File: config.mk
export PLATFORM = sky130hd
export DESIGN_NAME = fdiv_top
export DESIGN_NICKNAME = d
export VERILOG_FILES = /design/src/source/fdiv_pkg.sv /design/src/source/fdiv_top.sv /design/src/source/fdiv_sequencer.sv /design/src/source/fdiv_normalize_round.sv /design/src/source/fdiv_mant_divider.sv /design/src/source/fdiv_classify.sv
export VERILOG_INCLUDE_DIRS = /design/src /design/src/source
export SDC_FILE = /design/constraint.sdc
export NUM_CORES = 2
export LEC_CHECK = 0
export ABC_AREA = 1
export BUFFER_PORTS_ARGS = -buffer_cell sky130_fd_sc_hd__buf_4
export CORE_MARGIN = 5
export CORE_UTILIZATION = 30
export CTS_CLUSTER_DIAMETER = 120
export DETAILED_ROUTE_END_ITERATION = 10
export PLACE_DENSITY = 0.51
export SETUP_SLACK_MARGIN = 0.5
export SLEW_MARGIN = 10
export SYNTH_ARGS = -nofsm -noshare
export SYNTH_HDL_FRONTEND = slang
export SYNTH_HIERARCHICAL = 1
export SYNTH_SLANG_ARGS = --single-unit
export TNS_END_PERCENT = 10
File: constraint.sdc
create_clock -name clk -period 32.3 [get_ports clk]
set_clock_uncertainty 0.1 [all_clocks]
set_input_delay 1.615 -clock clk [delete_from_list [all_inputs] [get_ports clk]]
set_output_delay 1.615 -clock clk [all_outputs]
set_load 0.02 [all_outputs]
File: src/source/fdiv_defs.svh
`ifndef FDIV_DEFS_SVH
`define FDIV_DEFS_SVH

// ============================================================
// 80-bit extended format constants
// ============================================================

// Exponent bias of the extended format
`define FDIV_EXP_BIAS 16383

// Reserved exponent for infinity and NaN
`define FDIV_EXP_ALL_ONES 15'h7FFF

// Largest exponent of a normal result
`define FDIV_EXP_MAX_FINITE 32766

// ============================================================
// Divider sizing
// ============================================================

// 64 kept bits plus guard, round and sticky
`define FDIV_QUOT_BITS 67

// One quotient bit per iteration
`define FDIV_DIV_STEPS 67

// Rounding mode codes
`define FDIV_RND_NEAREST 2'd0
`define FDIV_RND_DOWN 2'd1
`define FDIV_RND_UP 2'd2
`define FDIV_RND_ZERO 2'd3

`endif
File: src/source/fdiv_pkg.sv
`include "fdiv_defs.svh"

package fdiv_pkg;

    // ============================================================
    // Data types
    // ============================================================

    // Packed operand or result: sign, exponent, integer bit, fraction
    typedef logic [79:0] ext_float_t;

    // Biased exponent field
    typedef logic [14:0] exp_t;

    // Significand including the explicit integer bit
    typedef logic [63:0] mant_t;

    // Raw quotient with guard, round and sticky positions
    typedef logic [`FDIV_QUOT_BITS-1:0] quot_t;

    // Working exponent, wide enough for overflow and underflow
    typedef logic signed [16:0] wide_exp_t;

    typedef logic [1:0] round_mode_t;

    // ============================================================
    // Sequencer states
    // ============================================================

    typedef enum logic [1:0] {
        state_idle,
        state_classify,
        state_divide,
        state_finish
    } fdiv_state_t;

endpackage

File: src/source/fdiv_top.sv
`timescale 1ns/100ps

module fdiv_top import fdiv_pkg::*; (
    input  logic        clk,
    input  logic        reset,
    input  logic        enable,
    input  ext_float_t  operand_a,
    input  ext_float_t  operand_b,
    input  round_mode_t rounding_mode,
    output ext_float_t  result,
    output logic        done,
    output logic        flag_invalid,
    output logic        flag_div_by_zero,
    output logic        flag_overflow,
    output logic        flag_underflow,
    output logic        flag_inexact
);

    ext_float_t  cap_a;
    ext_float_t  cap_b;
    round_mode_t cap_mode;
    logic        special_hit;
    ext_float_t  special_result;
    logic        special_invalid;
    logic        special_div_by_zero;
    logic        div_start;
    logic        div_done;
    quot_t       quotient;
    logic        remainder_nonzero;
    logic        pre_shifted;
    ext_float_t  final_result;
    logic        final_overflow;
    logic        final_underflow;
    logic        final_inexact;

    fdiv_sequencer fdiv_sequencer_inst (
        .clk                 (clk),
        .reset               (reset),
        .enable              (enable),
        .operand_a           (operand_a),
        .operand_b           (operand_b),
        .rounding_mode       (rounding_mode),
        .cap_a               (cap_a),
        .cap_b               (cap_b),
        .cap_mode            (cap_mode),
        .special_hit         (special_hit),
        .special_result      (special_result),
        .special_invalid     (special_invalid),
        .special_div_by_zero (special_div_by_zero),
        .div_start           (div_start),
        .div_done            (div_done),
        .final_result        (final_result),
        .final_overflow      (final_overflow),
        .final_underflow     (final_underflow),
        .final_inexact       (final_inexact),
        .result              (result),
        .done                (done),
        .flag_invalid        (flag_invalid),
        .flag_div_by_zero    (flag_div_by_zero),
        .flag_overflow       (flag_overflow),
        .flag_underflow      (flag_underflow),
        .flag_inexact        (flag_inexact)
    );

    fdiv_classify fdiv_classify_inst (
        .operand_a           (cap_a),
        .operand_b           (cap_b),
        .special_hit         (special_hit),
        .special_result      (special_result),
        .special_invalid     (special_invalid),
        .special_div_by_zero (special_div_by_zero)
    );

    // Significands are the low 64 bits, integer bit included
    fdiv_mant_divider fdiv_mant_divider_inst (
        .clk               (clk),
        .reset             (reset),
        .start             (div_start),
        .dividend          (cap_a[63:0]),
        .divisor           (cap_b[63:0]),
        .quotient          (quotient),
        .remainder_nonzero (remainder_nonzero),
        .pre_shifted       (pre_shifted),
        .div_done          (div_done)
    );

    fdiv_normalize_round fdiv_normalize_round_inst (
        .sign              (cap_a[79] ^ cap_b[79]),
        .exp_a             (cap_a[78:64]),
        .exp_b             (cap_b[78:64]),
        .pre_shifted       (pre_shifted),
        .quotient          (quotient),
        .remainder_nonzero (remainder_nonzero),
        .rounding_mode     (cap_mode),
        .result            (final_result),
        .overflow          (final_overflow),
        .underflow         (final_underflow),
        .inexact           (final_inexact)
    );

endmodule

File: src/source/fdiv_sequencer.sv
`timescale 1ns/100ps

module fdiv_sequencer import fdiv_pkg::*; (
    input  logic        clk,
    input  logic        reset,
    input  logic        enable,
    input  ext_float_t  operand_a,
    input  ext_float_t  operand_b,
    input  round_mode_t rounding_mode,
    output ext_float_t  cap_a,
    output ext_float_t  cap_b,
    output round_mode_t cap_mode,
    input  logic        special_hit,
    input  ext_float_t  special_result,
    input  logic        special_invalid,
    input  logic        special_div_by_zero,
    output logic        div_start,
    input  logic        div_done,
    input  ext_float_t  final_result,
    input  logic        final_overflow,
    input  logic        final_underflow,
    input  logic        final_inexact,
    output ext_float_t  result,
    output logic        done,
    output logic        flag_invalid,
    output logic        flag_div_by_zero,
    output logic        flag_overflow,
    output logic        flag_underflow,
    output logic        flag_inexact
);

    fdiv_state_t state;
    logic        accept;

    assign accept    = (state == state_idle) && enable;
    assign div_start = (state == state_classify) && !special_hit;

    // ============================================================
    // Control FSM and output registers
    // ============================================================

    always_ff @(posedge clk or posedge reset) begin
        if (reset) begin
            state            <= state_idle;
            result           <= '0;
            done             <= 1'b0;
            flag_invalid     <= 1'b0;
            flag_div_by_zero <= 1'b0;
            flag_overflow    <= 1'b0;
            flag_underflow   <= 1'b0;
            flag_inexact     <= 1'b0;
        end else begin
            done <= 1'b0;
            case (state)
                state_idle: begin
                    if (enable) begin
                        flag_invalid     <= 1'b0;
                        flag_div_by_zero <= 1'b0;
                        flag_overflow    <= 1'b0;
                        flag_underflow   <= 1'b0;
                        flag_inexact     <= 1'b0;
                        state            <= state_classify;
                    end
                end
                state_classify: begin
                    if (special_hit) begin
                        result           <= special_result;
                        flag_invalid     <= special_invalid;
                        flag_div_by_zero <= special_div_by_zero;
                        done             <= 1'b1;
                        state            <= state_idle;
                    end else begin
                        state <= state_divide;
                    end
                end
                state_divide: begin
                    if (div_done) begin
                        state <= state_finish;
                    end
                end
                state_finish: begin
                    result         <= final_result;
                    flag_overflow  <= final_overflow;
                    flag_underflow <= final_underflow;
                    flag_inexact   <= final_inexact;
                    done           <= 1'b1;
                    state          <= state_idle;
                end
                default: state <= state_idle;
            endcase
        end
    end

    // Operands stay frozen for the whole operation
    always_ff @(posedge clk) begin
        if (accept) begin
            cap_a    <= operand_a;
            cap_b    <= operand_b;
            cap_mode <= rounding_mode;
        end
    end

endmodule

File: src/source/fdiv_normalize_round.sv
`timescale 1ns/100ps

`include "fdiv_defs.svh"

module fdiv_normalize_round import fdiv_pkg::*; (
    input  logic        sign,
    input  exp_t        exp_a,
    input  exp_t        exp_b,
    input  logic        pre_shifted,
    input  quot_t       quotient,
    input  logic        remainder_nonzero,
    input  round_mode_t rounding_mode,
    output ext_float_t  result,
    output logic        overflow,
    output logic        underflow,
    output logic        inexact
);

    wide_exp_t  exp_base;
    wide_exp_t  exp_norm;
    wide_exp_t  exp_final;
    logic [6:0] lead_shift;
    logic       lead_found;
    quot_t      norm_quot;
    mant_t      kept_mant;
    mant_t      mant_final;
    logic [64:0] rounded;
    logic       guard;
    logic       round_bit;
    logic       sticky;
    logic       lost_bits;
    logic       round_up;
    logic       carry;

    // ============================================================
    // Exponent and normalization
    // ============================================================

    assign exp_base = wide_exp_t'({2'b00, exp_a}) - wide_exp_t'({2'b00, exp_b})
                    + wide_exp_t'(`FDIV_EXP_BIAS) - wide_exp_t'({16'd0, pre_shifted});

    // Leading zero count, only nonzero for denormal inputs
    always_comb begin
        lead_shift = 7'd0;
        lead_found = 1'b0;
        for (int i = `FDIV_QUOT_BITS - 1; i >= 0; i--) begin
            if (!lead_found) begin
                if (quotient[i]) begin
                    lead_found = 1'b1;
                end else begin
                    lead_shift = lead_shift + 7'd1;
                end
            end
        end
    end

    assign norm_quot = quotient << lead_shift;
    assign exp_norm  = exp_base - wide_exp_t'({10'd0, lead_shift});

    // ============================================================
    // Rounding
    // ============================================================

    assign kept_mant = norm_quot[66:3];
    assign guard     = norm_quot[2];
    assign round_bit = norm_quot[1];
    assign sticky    = norm_quot[0] | remainder_nonzero;
    assign lost_bits = guard | round_bit | sticky;

    always_comb begin
        round_up = 1'b0;
        case (rounding_mode)
            `FDIV_RND_NEAREST: round_up = guard & (round_bit | sticky | kept_mant[0]);
            `FDIV_RND_DOWN:    round_up = sign & lost_bits;
            `FDIV_RND_UP:      round_up = ~sign & lost_bits;
            `FDIV_RND_ZERO:    round_up = 1'b0;
        endcase
    end

    assign rounded    = {1'b0, kept_mant} + {64'd0, round_up};
    assign carry      = rounded[64];
    assign mant_final = carry ? rounded[64:1] : rounded[63:0];
    assign exp_final  = exp_norm + wide_exp_t'({16'd0, carry});

    // Range check before rounding, then again after a carry-out
    always_comb begin
        overflow  = 1'b0;
        underflow = 1'b0;
        inexact   = 1'b0;
        if (exp_norm > wide_exp_t'(`FDIV_EXP_MAX_FINITE)) begin
            result   = {sign, `FDIV_EXP_ALL_ONES, 1'b1, 63'd0};
            overflow = 1'b1;
        end else if (exp_norm < wide_exp_t'(1)) begin
            // No denormal results, flush to signed zero
            result    = {sign, 79'd0};
            underflow = 1'b1;
        end else begin
            inexact = lost_bits;
            if (exp_final > wide_exp_t'(`FDIV_EXP_MAX_FINITE)) begin
                result   = {sign, `FDIV_EXP_ALL_ONES, 1'b1, 63'd0};
                overflow = 1'b1;
            end else begin
                result = {sign, exp_t'(exp_final[14:0]), mant_final};
            end
        end
    end

endmodule

File: src/source/fdiv_mant_divider.sv
`timescale 1ns/100ps

`include "fdiv_defs.svh"

module fdiv_mant_divider import fdiv_pkg::*; (
    input  logic  clk,
    input  logic  reset,
    input  logic  start,
    input  mant_t dividend,
    input  mant_t divisor,
    output quot_t quotient,
    output logic  remainder_nonzero,
    output logic  pre_shifted,
    output logic  div_done
);

    logic [128:0] rem_q;
    logic [128:0] rem_init;
    logic [128:0] rem_cur;
    logic [128:0] rem_next;
    logic [64:0]  rem_upper;
    quot_t        quot_cur;
    logic         pre_shift_now;
    logic         take;
    logic         busy;
    logic         stepping;
    logic         last_step;
    logic [6:0]   step_count;

    // ============================================================
    // Iteration datapath
    // ============================================================

    // A smaller dividend sits one place higher so bit 66 leads
    assign pre_shift_now = dividend < divisor;
    assign rem_init = pre_shift_now ? {dividend, 65'd0} : {1'b0, dividend, 64'd0};

    // The start cycle already runs the first step on the fresh remainder
    assign stepping = start | busy;
    assign rem_cur  = start ? rem_init : rem_q;
    assign quot_cur = start ? '0 : quotient;

    assign rem_upper = rem_cur[128:64];
    assign take      = rem_upper >= {1'b0, divisor};
    assign rem_next  = take ? {rem_upper - {1'b0, divisor}, rem_cur[63:0]} : rem_cur;

    assign last_step = busy && (step_count == 7'(`FDIV_DIV_STEPS - 1));

    // ============================================================
    // Step control
    // ============================================================

    always_ff @(posedge clk or posedge reset) begin
        if (reset) begin
            busy       <= 1'b0;
            step_count <= 7'd0;
            div_done   <= 1'b0;
        end else begin
            div_done <= last_step;
            if (start) begin
                busy       <= 1'b1;
                step_count <= 7'd1;
            end else if (last_step) begin
                busy       <= 1'b0;
                step_count <= 7'd0;
            end else if (busy) begin
                step_count <= step_count + 7'd1;
            end
        end
    end

    // Quotient fills MSB first; everything holds once stepping stops
    always_ff @(posedge clk) begin
        if (stepping) begin
            rem_q             <= rem_next << 1;
            quotient          <= {quot_cur[`FDIV_QUOT_BITS-2:0], take};
            remainder_nonzero <= |rem_next;
        end
        if (start) begin
            pre_shifted <= pre_shift_now;
        end
    end

endmodule

File: src/source/fdiv_classify.sv
`timescale 1ns/100ps

`include "fdiv_defs.svh"

module fdiv_classify import fdiv_pkg::*; (
    input  ext_float_t operand_a,
    input  ext_float_t operand_b,
    output logic       special_hit,
    output ext_float_t special_result,
    output logic       special_invalid,
    output logic       special_div_by_zero
);

    logic sign_res;
    logic zero_a;
    logic zero_b;
    logic inf_a;
    logic inf_b;
    logic nan_a;
    logic nan_b;

    function automatic logic is_zero(ext_float_t x);
        return (exp_t'(x[78:64]) == '0) && (mant_t'(x[63:0]) == '0);
    endfunction

    // Infinity needs the integer bit set and an empty fraction
    function automatic logic is_inf(ext_float_t x);
        return (x[78:64] == `FDIV_EXP_ALL_ONES) && (x[63:0] == {1'b1, 63'd0});
    endfunction

    function automatic logic is_nan(ext_float_t x);
        return (x[78:64] == `FDIV_EXP_ALL_ONES) && (x[63:0] != {1'b1, 63'd0});
    endfunction

    assign zero_a   = is_zero(operand_a);
    assign zero_b   = is_zero(operand_b);
    assign inf_a    = is_inf(operand_a);
    assign inf_b    = is_inf(operand_b);
    assign nan_a    = is_nan(operand_a);
    assign nan_b    = is_nan(operand_b);
    assign sign_res = operand_a[79] ^ operand_b[79];

    // Anything not finite and nonzero on either side ends here
    assign special_hit = zero_a | zero_b | inf_a | inf_b | nan_a | nan_b;

    always_comb begin
        special_invalid     = 1'b0;
        special_div_by_zero = 1'b0;
        if (nan_a || nan_b || (zero_a && zero_b) || (inf_a && inf_b)) begin
            special_result  = {1'b0, `FDIV_EXP_ALL_ONES, 2'b11, 62'd0};
            special_invalid = 1'b1;
        end else if (zero_b) begin
            special_result      = {sign_res, `FDIV_EXP_ALL_ONES, 1'b1, 63'd0};
            special_div_by_zero = 1'b1;
        end else if (inf_a) begin
            special_result = {sign_res, `FDIV_EXP_ALL_ONES, 1'b1, 63'd0};
        end else begin
            // Zero dividend or infinite divisor
            special_result = {sign_res, 79'd0};
        end
    end

endmodule

; ---- Yosys cells after proc, flatten, opt, wreduce, memory -nomap -nowiden
; Index checks and enable logic that the tools add are counted.
[totals]
ff_bits = 456
[classes]
n_shift = 1
magnitude_cmp = 5
addsub = 74
n_eq_ne = 16
mux = 306
bitwise_logic = 16
n_reduce_logical = 31
[ops]
columns = cell, n
row1 = two-way mux 7 bit, 135
row2 = adder 7 x 1 -> 7 bit (second input constant), 66
row3 = two-way mux 79 bit, 5
row4 = two-way mux 129 bit, 3
row5 = two-way mux 80 bit, 2
row6 = case mux 80 bit (2 select lines), 1
row7 = two-way mux 1 bit, 148
row8 = OR reduction 129 bit, 1
row9 = == test 64 bit (second input constant), 2
row10 = zero test 64 bit, 2
row11 = != test 64 bit (second input constant), 2
row12 = << shifter 67 x 7 -> 67 bit, 1
row13 = adder 64 x 1 -> 65 bit, 1
row14 = greater-or-equal comparator 65 x 64 -> 1 bit, 1
row15 = subtractor 65 x 64 -> 65 bit, 1
row16 = < comparator 64 bit, 1
row17 = two-way mux 64 bit, 1
row18 = > comparator 17 x 16 -> 1 bit (second input constant), 2
row19 = == test 15 bit (second input constant), 2
row20 = zero test 15 bit, 2
row21 = adder 17 x 15 -> 17 bit (second input constant), 1
row22 = adder 17 x 2 -> 17 bit, 1
row23 = < comparator 17 x 2 -> 1 bit (second input constant), 1
row24 = subtractor 17 x 2 -> 17 bit, 1
row25 = 24 further kinds, 66

; ---- Depth between registers and ports, before layout
[logic_depth]
depth_word = 212
depth_mapped = 247
mapped_depth_nobuf = 246

; ---- By module
; Netlist, hierarchy kept.
[by_module_without_submodules]
columns = module, n_inst, seq_area_each_um2, area_each_um2, cells_each
row1 = fdiv_normalize_round, 1, 0.0, 19965.4, 3804
row2 = fdiv_mant_divider, 1, 4219.0, 13987.2, 2080
row3 = fdiv_sequencer, 1, 7066.8, 9340.2, 808
row4 = fdiv_classify, 1, 0.0, 1466.4, 292
row5 = fdiv_top, 1, 0.0, 18.8, 5

; ---- Least setup slack after synthesis
; OpenSTA, ideal clock, no wires.
[synth_path]
path_kind = flip-flop to flip-flop
start = register fdiv_mant_divider_inst.quotient[63]
end = register fdiv_sequencer_inst.result[62]
t_required_ps = 32084
period_less_slack_ps = 31123
t_arrival_ps = 30906
stages_incl_launch_ff = 239
setup_ps = 116
setup_slack_ps = 1177
n_path_buf = 2
cell_sequence = edfxtp_1 nor2_4 nand2_1 inv_1 nor2_1 ha_1 nand2_1 a21oi_1 ha_1 nand2_1 nand2_1 ha_1 inv_1 o21ai_0 a21boi_0 xor2_1 o21ai_0 a21boi_0 (+203 left out) ha_1 nand3_1 nor4_1 xor2_1 nor3_1 nand4_1 or4_1 a21oi_1 inv_1 nand2_1 clkinv_1 nand2_4 buf_8 nor2_2 nand3_1 nand2_1 nand2_1 nand2_1
[synth_via]
elab_chain_cells = 204
[synth_rtl]
columns = item, line
row1 = start: declaration, fdiv_mant_divider.sv:11  ; output quot_t quotient,
row2 = start signal: assignment, fdiv_mant_divider.sv:76  ; quotient <= {quot_cur[`FDIV_QUOT_BITS-2:0], take};
row3 = two-way mux 7 bit, fdiv_normalize_round.sv:48  ; if (quotient[i]) begin
row4 = two-way mux 7 bit, fdiv_normalize_round.sv:47  ; if (!lead_found) begin
row5 = adder 7 x 1 -> 7 bit, fdiv_normalize_round.sv:51  ; lead_shift = lead_shift + 7'd1;
row6 = two-way mux 7 bit, fdiv_normalize_round.sv:48
row7 = two-way mux 7 bit, fdiv_normalize_round.sv:47
row8 = adder 7 x 1 -> 7 bit, fdiv_normalize_round.sv:51
row9 = two-way mux 7 bit, fdiv_normalize_round.sv:48
row10 = two-way mux 7 bit, fdiv_normalize_round.sv:47
row11 = (+189 left out), n/a
row12 = adder 64 x 1 -> 65 bit, fdiv_normalize_round.sv:80  ; assign rounded = {1'b0, kept_mant} + {64'd0, round_up};
row13 = adder 17 x 2 -> 17 bit, fdiv_normalize_round.sv:83  ; assign exp_final = exp_norm + wide_exp_t'({16'd0, carry});
row14 = > comparator 17 x 16 -> 1 bit, fdiv_normalize_round.sv:99  ; if (exp_final > wide_exp_t'(`FDIV_EXP_MAX_FINITE)) begin
row15 = two-way mux 79 bit, fdiv_normalize_round.sv:99
row16 = two-way mux 79 bit, fdiv_normalize_round.sv:93  ; end else if (exp_norm < wide_exp_t'(1)) begin
row17 = two-way mux 79 bit *, fdiv_normalize_round.sv:90  ; if (exp_norm > wide_exp_t'(`FDIV_EXP_MAX_FINITE)) begin
row18 = named net final_result[62], fdiv_top.sv:31  ; ext_float_t final_result;
row19 = case mux 80 bit (2 select lines) *, fdiv_sequencer.sv:54  ; case (state)
row20 = end signal: assignment, fdiv_sequencer.sv:67  ; result <= special_result;
row21 = end signal: assignment, fdiv_sequencer.sv:82  ; result <= final_result;
row22 = end: declaration, fdiv_sequencer.sv:23  ; output ext_float_t result,
; The timed path passes the listed nets; every way through them passes the cells marked *.
; A chain may end at the register's enable or synchronous reset.

; ---- Worst setup path in the final report
[layout_path]
start = register fdiv_mant_divider_inst.quotient[66]
end = register fdiv_sequencer_inst.result[22]
[layout_via]
elab_chain_cells = 212
[layout_rtl]
columns = item, line
row1 = two-way mux 1 bit, fdiv_normalize_round.sv:48
row2 = adder 1 x 1 -> 2 bit, fdiv_normalize_round.sv:51
row3 = two-way mux 7 bit, fdiv_normalize_round.sv:48
row4 = two-way mux 7 bit, fdiv_normalize_round.sv:47
row5 = adder 7 x 1 -> 7 bit, fdiv_normalize_round.sv:51
row6 = two-way mux 7 bit, fdiv_normalize_round.sv:48
row7 = two-way mux 7 bit, fdiv_normalize_round.sv:47
row8 = adder 7 x 1 -> 7 bit, fdiv_normalize_round.sv:51
row9 = (+197 left out), n/a
row10 = adder 64 x 1 -> 65 bit, fdiv_normalize_round.sv:80
row11 = adder 17 x 2 -> 17 bit, fdiv_normalize_round.sv:83
row12 = > comparator 17 x 16 -> 1 bit, fdiv_normalize_round.sv:99
row13 = two-way mux 79 bit, fdiv_normalize_round.sv:99
row14 = two-way mux 79 bit, fdiv_normalize_round.sv:93
row15 = two-way mux 79 bit *, fdiv_normalize_round.sv:90
row16 = named net final_result[22], fdiv_top.sv:31
row17 = case mux 80 bit (2 select lines) *, fdiv_sequencer.sv:54
; Marked as above.

==> impl_metrics.py <==
metrics = {
    "floorplanning": {
        "io_pins": 251,
        "dieArea_sq_um": 157000,
        "rows": 141,
        "die_h_microns": 396,
        "core_region_area_sq_um": 148000,
        "die_width_microns": 396,
        "start_util_pct": 30.3,
    },
    "grt": {
        "antenna_found_initial": 1,
        "grt_pass1_wl_mm": 234,
        "grtUsageTotal_pct": 18.3,
        "grt_pass1_vias": 42700,
        "grt_overflow": 0,
        "grt_max_degree": 82,
    },
    "synthesis": {
        "synth_area_per_cell_sq_um": 6.41,
        "synth_ff_type": "edfxtp_1",
        "synth_common_cells": "2022 x nand2_1, 1019 x inv_1, 800 x nor2_1",
        "syn_area_sq_um": 44800,
        "yosysUniqueCellTypes": 77,
        "async_flop_share_pct": 24.7,
        "yosysSeqAreaShare_pct": 25.2,
        "ys_seq_elements": 392,
        "synth-edff-count": 295,
        "synth_most_common_cell": "nand2_1",
        "synth_top_area_share_pct": 19.8,
        "synth_top_cell_by_area": "edfxtp_1",
        "ys_warn_count": 6,
        "synthCells": 6989,
        "synth_area_leaders": "edfxtp_1 20%, nand2_1 17%, inv_1 8.5%",
    },
    "timing": {
        "drv_slew": 0,
        "final.period_utilization_pct": 91.9,
        "tightest_slew_ns": 0.930,
        "max_freq_mhz": 33.7,
        "grt_setup_unrepaired": "no",
        "slew_headroom_pct": 38.0,
        "hold_violations": 0,
        "fin_crit_ns": 29.70,
        "setup_viol": 0,
        "setup-tns-final_ns": 0,
    },
    "cts": {
        "cts_buffers": 52,
        "cts_tree": "built",
        "cts_root_buf": "clkbuf_16",
        "clock-sinks": 392,
        "cts_max_level": 2,
        "postCtsHoldBufs": 0,
        "clk_pin_slew_ns": 0.06,
        "cts_buffer_depth": 3,
        "clkLatencyLatePin_ns": 0.64,
    },
    "setup_path": {
        "critPathKind": "reg2reg",
        "crit_path_start": "fdiv_mant_divider_inst/quotient[66]",
        "cp_slowest_stage_delay_ns": 0.43,
        "worstReg2RegEnd": "fdiv_sequencer_inst/result[22]",
        "startpoint_type": "flop",
        "cp.arrival_ns": 30.13,
        "worstReg2RegStart": "fdiv_mant_divider_inst/quotient[66]",
        "critPathCaptureType": "flop",
        "cp_slowest_cell": "or4_4",
        "crit_required_ns": 32.73,
        "regToRegSetupSlack_ns": 2.60,
        "cpMostUsedCell": "nand2_1",
        "reg2reg_depth": 241,
        "crit_fanout": 5,
    },
    "place": {
        "dpl_cell_area_sq_um": 49300,
        "hpwl_mm": 120,
        "dpl.cell_count": 9202,
        "gp_congestion": 0.947,
        "portBuffers": 250,
    },
    "cells_and_area": {
        "fin_nets": 7774,
        "finalNonFillerCells": 9334,
        "diodes": 0,
        "fin_area_sq_um": 52100,
        "final_layout_size_suffix_gt1_share_pct": 14.4,
        "fillers": 16200,
        "syn2layout_area_growth_pct": 16.3,
        "final_util_pct": 35.2,
    },
    "run": {
        "maxCapViolations": 0,
    },
    "outcome": {
        "status": "completed",
    },
    "detailed_routing": {
        "ant_nets": 0,
        "firstDrtPassIters": 5,
        "wl_mm": 151,
        "drc": 0,
        "wl_per_cell_microns": 16.1,
        "drtIter0Drc": 2377,
        "vias": 44300,
        "vias_per_cell": 4.75,
    },
    "worst_hold_path": {
        "hold_class": "reg2reg",
        "min_path_cells": 2,
        "hp-start": "fdiv_sequencer_inst/result[22]",
        "min_to": "fdiv_sequencer_inst/result[22]",
    },
}
==> sequential cells by signal, summed over array words and instances, names as in the netlist, named ones only <==
signal                                    cells
fdiv_sequencer_inst/cap_a                    80
fdiv_sequencer_inst/cap_b                    80
fdiv_sequencer_inst/result                   80
fdiv_mant_divider_inst/quotient              67
fdiv_mant_divider_inst/rem_q                 64
fdiv_mant_divider_inst/step_count             7
fdiv_sequencer_inst/cap_mode                  2
fdiv_mant_divider_inst/busy                   1
fdiv_mant_divider_inst/div_done               1
fdiv_mant_divider_inst/pre_shifted            1
fdiv_mant_divider_inst/remainder_nonzero      1
fdiv_sequencer_inst/done                      1
fdiv_sequencer_inst/flag_div_by_zero          1
fdiv_sequencer_inst/flag_inexact              1
fdiv_sequencer_inst/flag_invalid              1
fdiv_sequencer_inst/flag_overflow             1
fdiv_sequencer_inst/flag_underflow            1
fdiv_sequencer_inst/state                     1
==> through the flow <==
step | hold WS (ns) | setup WS [ns]
floorplan | 0.357 | 1.18
global placement | 0.370 | 0.174
detailed placement | 0.367 | -0.535
CTS | 0.384 | 0.522
global route | 0.392 | 0.0415
finish | 0.376 | 2.60
==> kinds of logic (layout without fill, tap and decap cells) <==
| family | Yosys count | count (layout) | share of synthesized area, % |
|---|---|---|---|
| AOI/OAI and AO/OA | 874 | 874 | 10.9 |
| DFF | 392 | 392 | 25.2 |
| xor gates and xnor gates | 224 | 224 | 4.51 |
| buffers and inverters | 1363 | 1717 | 13.6 |
| other | 1 | 62 | 0.00837 |
| and+or+nand+nor | 3869 | 3869 | 38.4 |
| adders and majority gates | 245 | 245 | 6.90 |
| muxes | 21 | 21 | 0.469 |
==> area by class of cell <==
class / instances / area, sq um / share of cell area [%]
clock buffers: 64 / 1370 / 2.63
clock inverters: 30 / 328 / 0.629
inverters: 1103 / 4250 / 8.17
multi-input cells: 5295 / 28400 / 54.4
flip-flops and latches: 392 / 11300 / 21.7
well taps: 1930 / 2410 / 4.64
repair buffers: 520 / 4080 / 7.83
==> worst max-delay path: cells and delay by family, from the launching register on <==
family | cells | cell delay, ns
mux | 1 | 0.11
compound gates | 55 | 6.31
fa+ha+maj | 36 | 8.69
xor+xnor | 9 | 1.40
simple gates | 101 | 9.75
flops | 1 | 0.41
buf+inv | 39 | 2.78
==> metal layers <==
metal / vias up / part of all wire [%] / routed length, microns / global-route usage [%]
met5: - / 0 / 0 / 0
met4: 0 / 2.8 / 4240 / 4.91
met3: 174 / 3.0 / 4440 / 1.54
met2: 724 / 51 / 76400 / 34.2
met1: 20300 / 43 / 65400 / 22.6
li1: 23100 / - / - / -
==> cell usage in the layout (no fill, tap or decap), drive strengths merged, types with 6 or more instances in the layout <==
cell,Yosys,routed
or2,68,68
nand2,2046,2046
nor4,33,33
nand3b,18,18
and3,9,9
a21boi,10,10
clkinv,7,25
nor2,890,890
ha,242,242
a21o,16,16
inv,1096,1100
o21bai,22,22
mux2i,21,21
o211ai,31,31
bufinv,0,6
conb,1,62
dfrtp,97,97
o221ai,7,7
nor3,62,62
buf,207,516
a21oi,270,270
o22ai,15,15
o21ai,455,455
xnor2,66,66
o21a,13,13
clkbuf,53,68
a31oi,15,15
nand4,102,102
edfxtp,295,295
xor2,154,154
nand3,634,634
==> how the worst max path moves through the flow <==
stage / endpoint / cells after the start
after floorplan: fdiv_sequencer_inst/result[62] / 238
after global placement: fdiv_sequencer_inst/result[38] / 222
after detailed placement: fdiv_sequencer_inst/result[38] / 242
after CTS: fdiv_sequencer_inst/result[20] / 242
after global routing: fdiv_sequencer_inst/result[22] / 244
final: fdiv_sequencer_inst/result[22] / 241
==> timing repair <==
action / CTS / global route
setup buffers: 1 / 32
gates resized for setup: 28 / 177
pin swaps: 4 / 141
setup endpoints to repair: 80 / 82
gates cloned: 1 / 4
endpoints found under the hold margin: 0 / 0
Power is left out: the tool's default activity adds up to more than one toggle a clock period on the data nets, which glitch-free logic cannot reach.
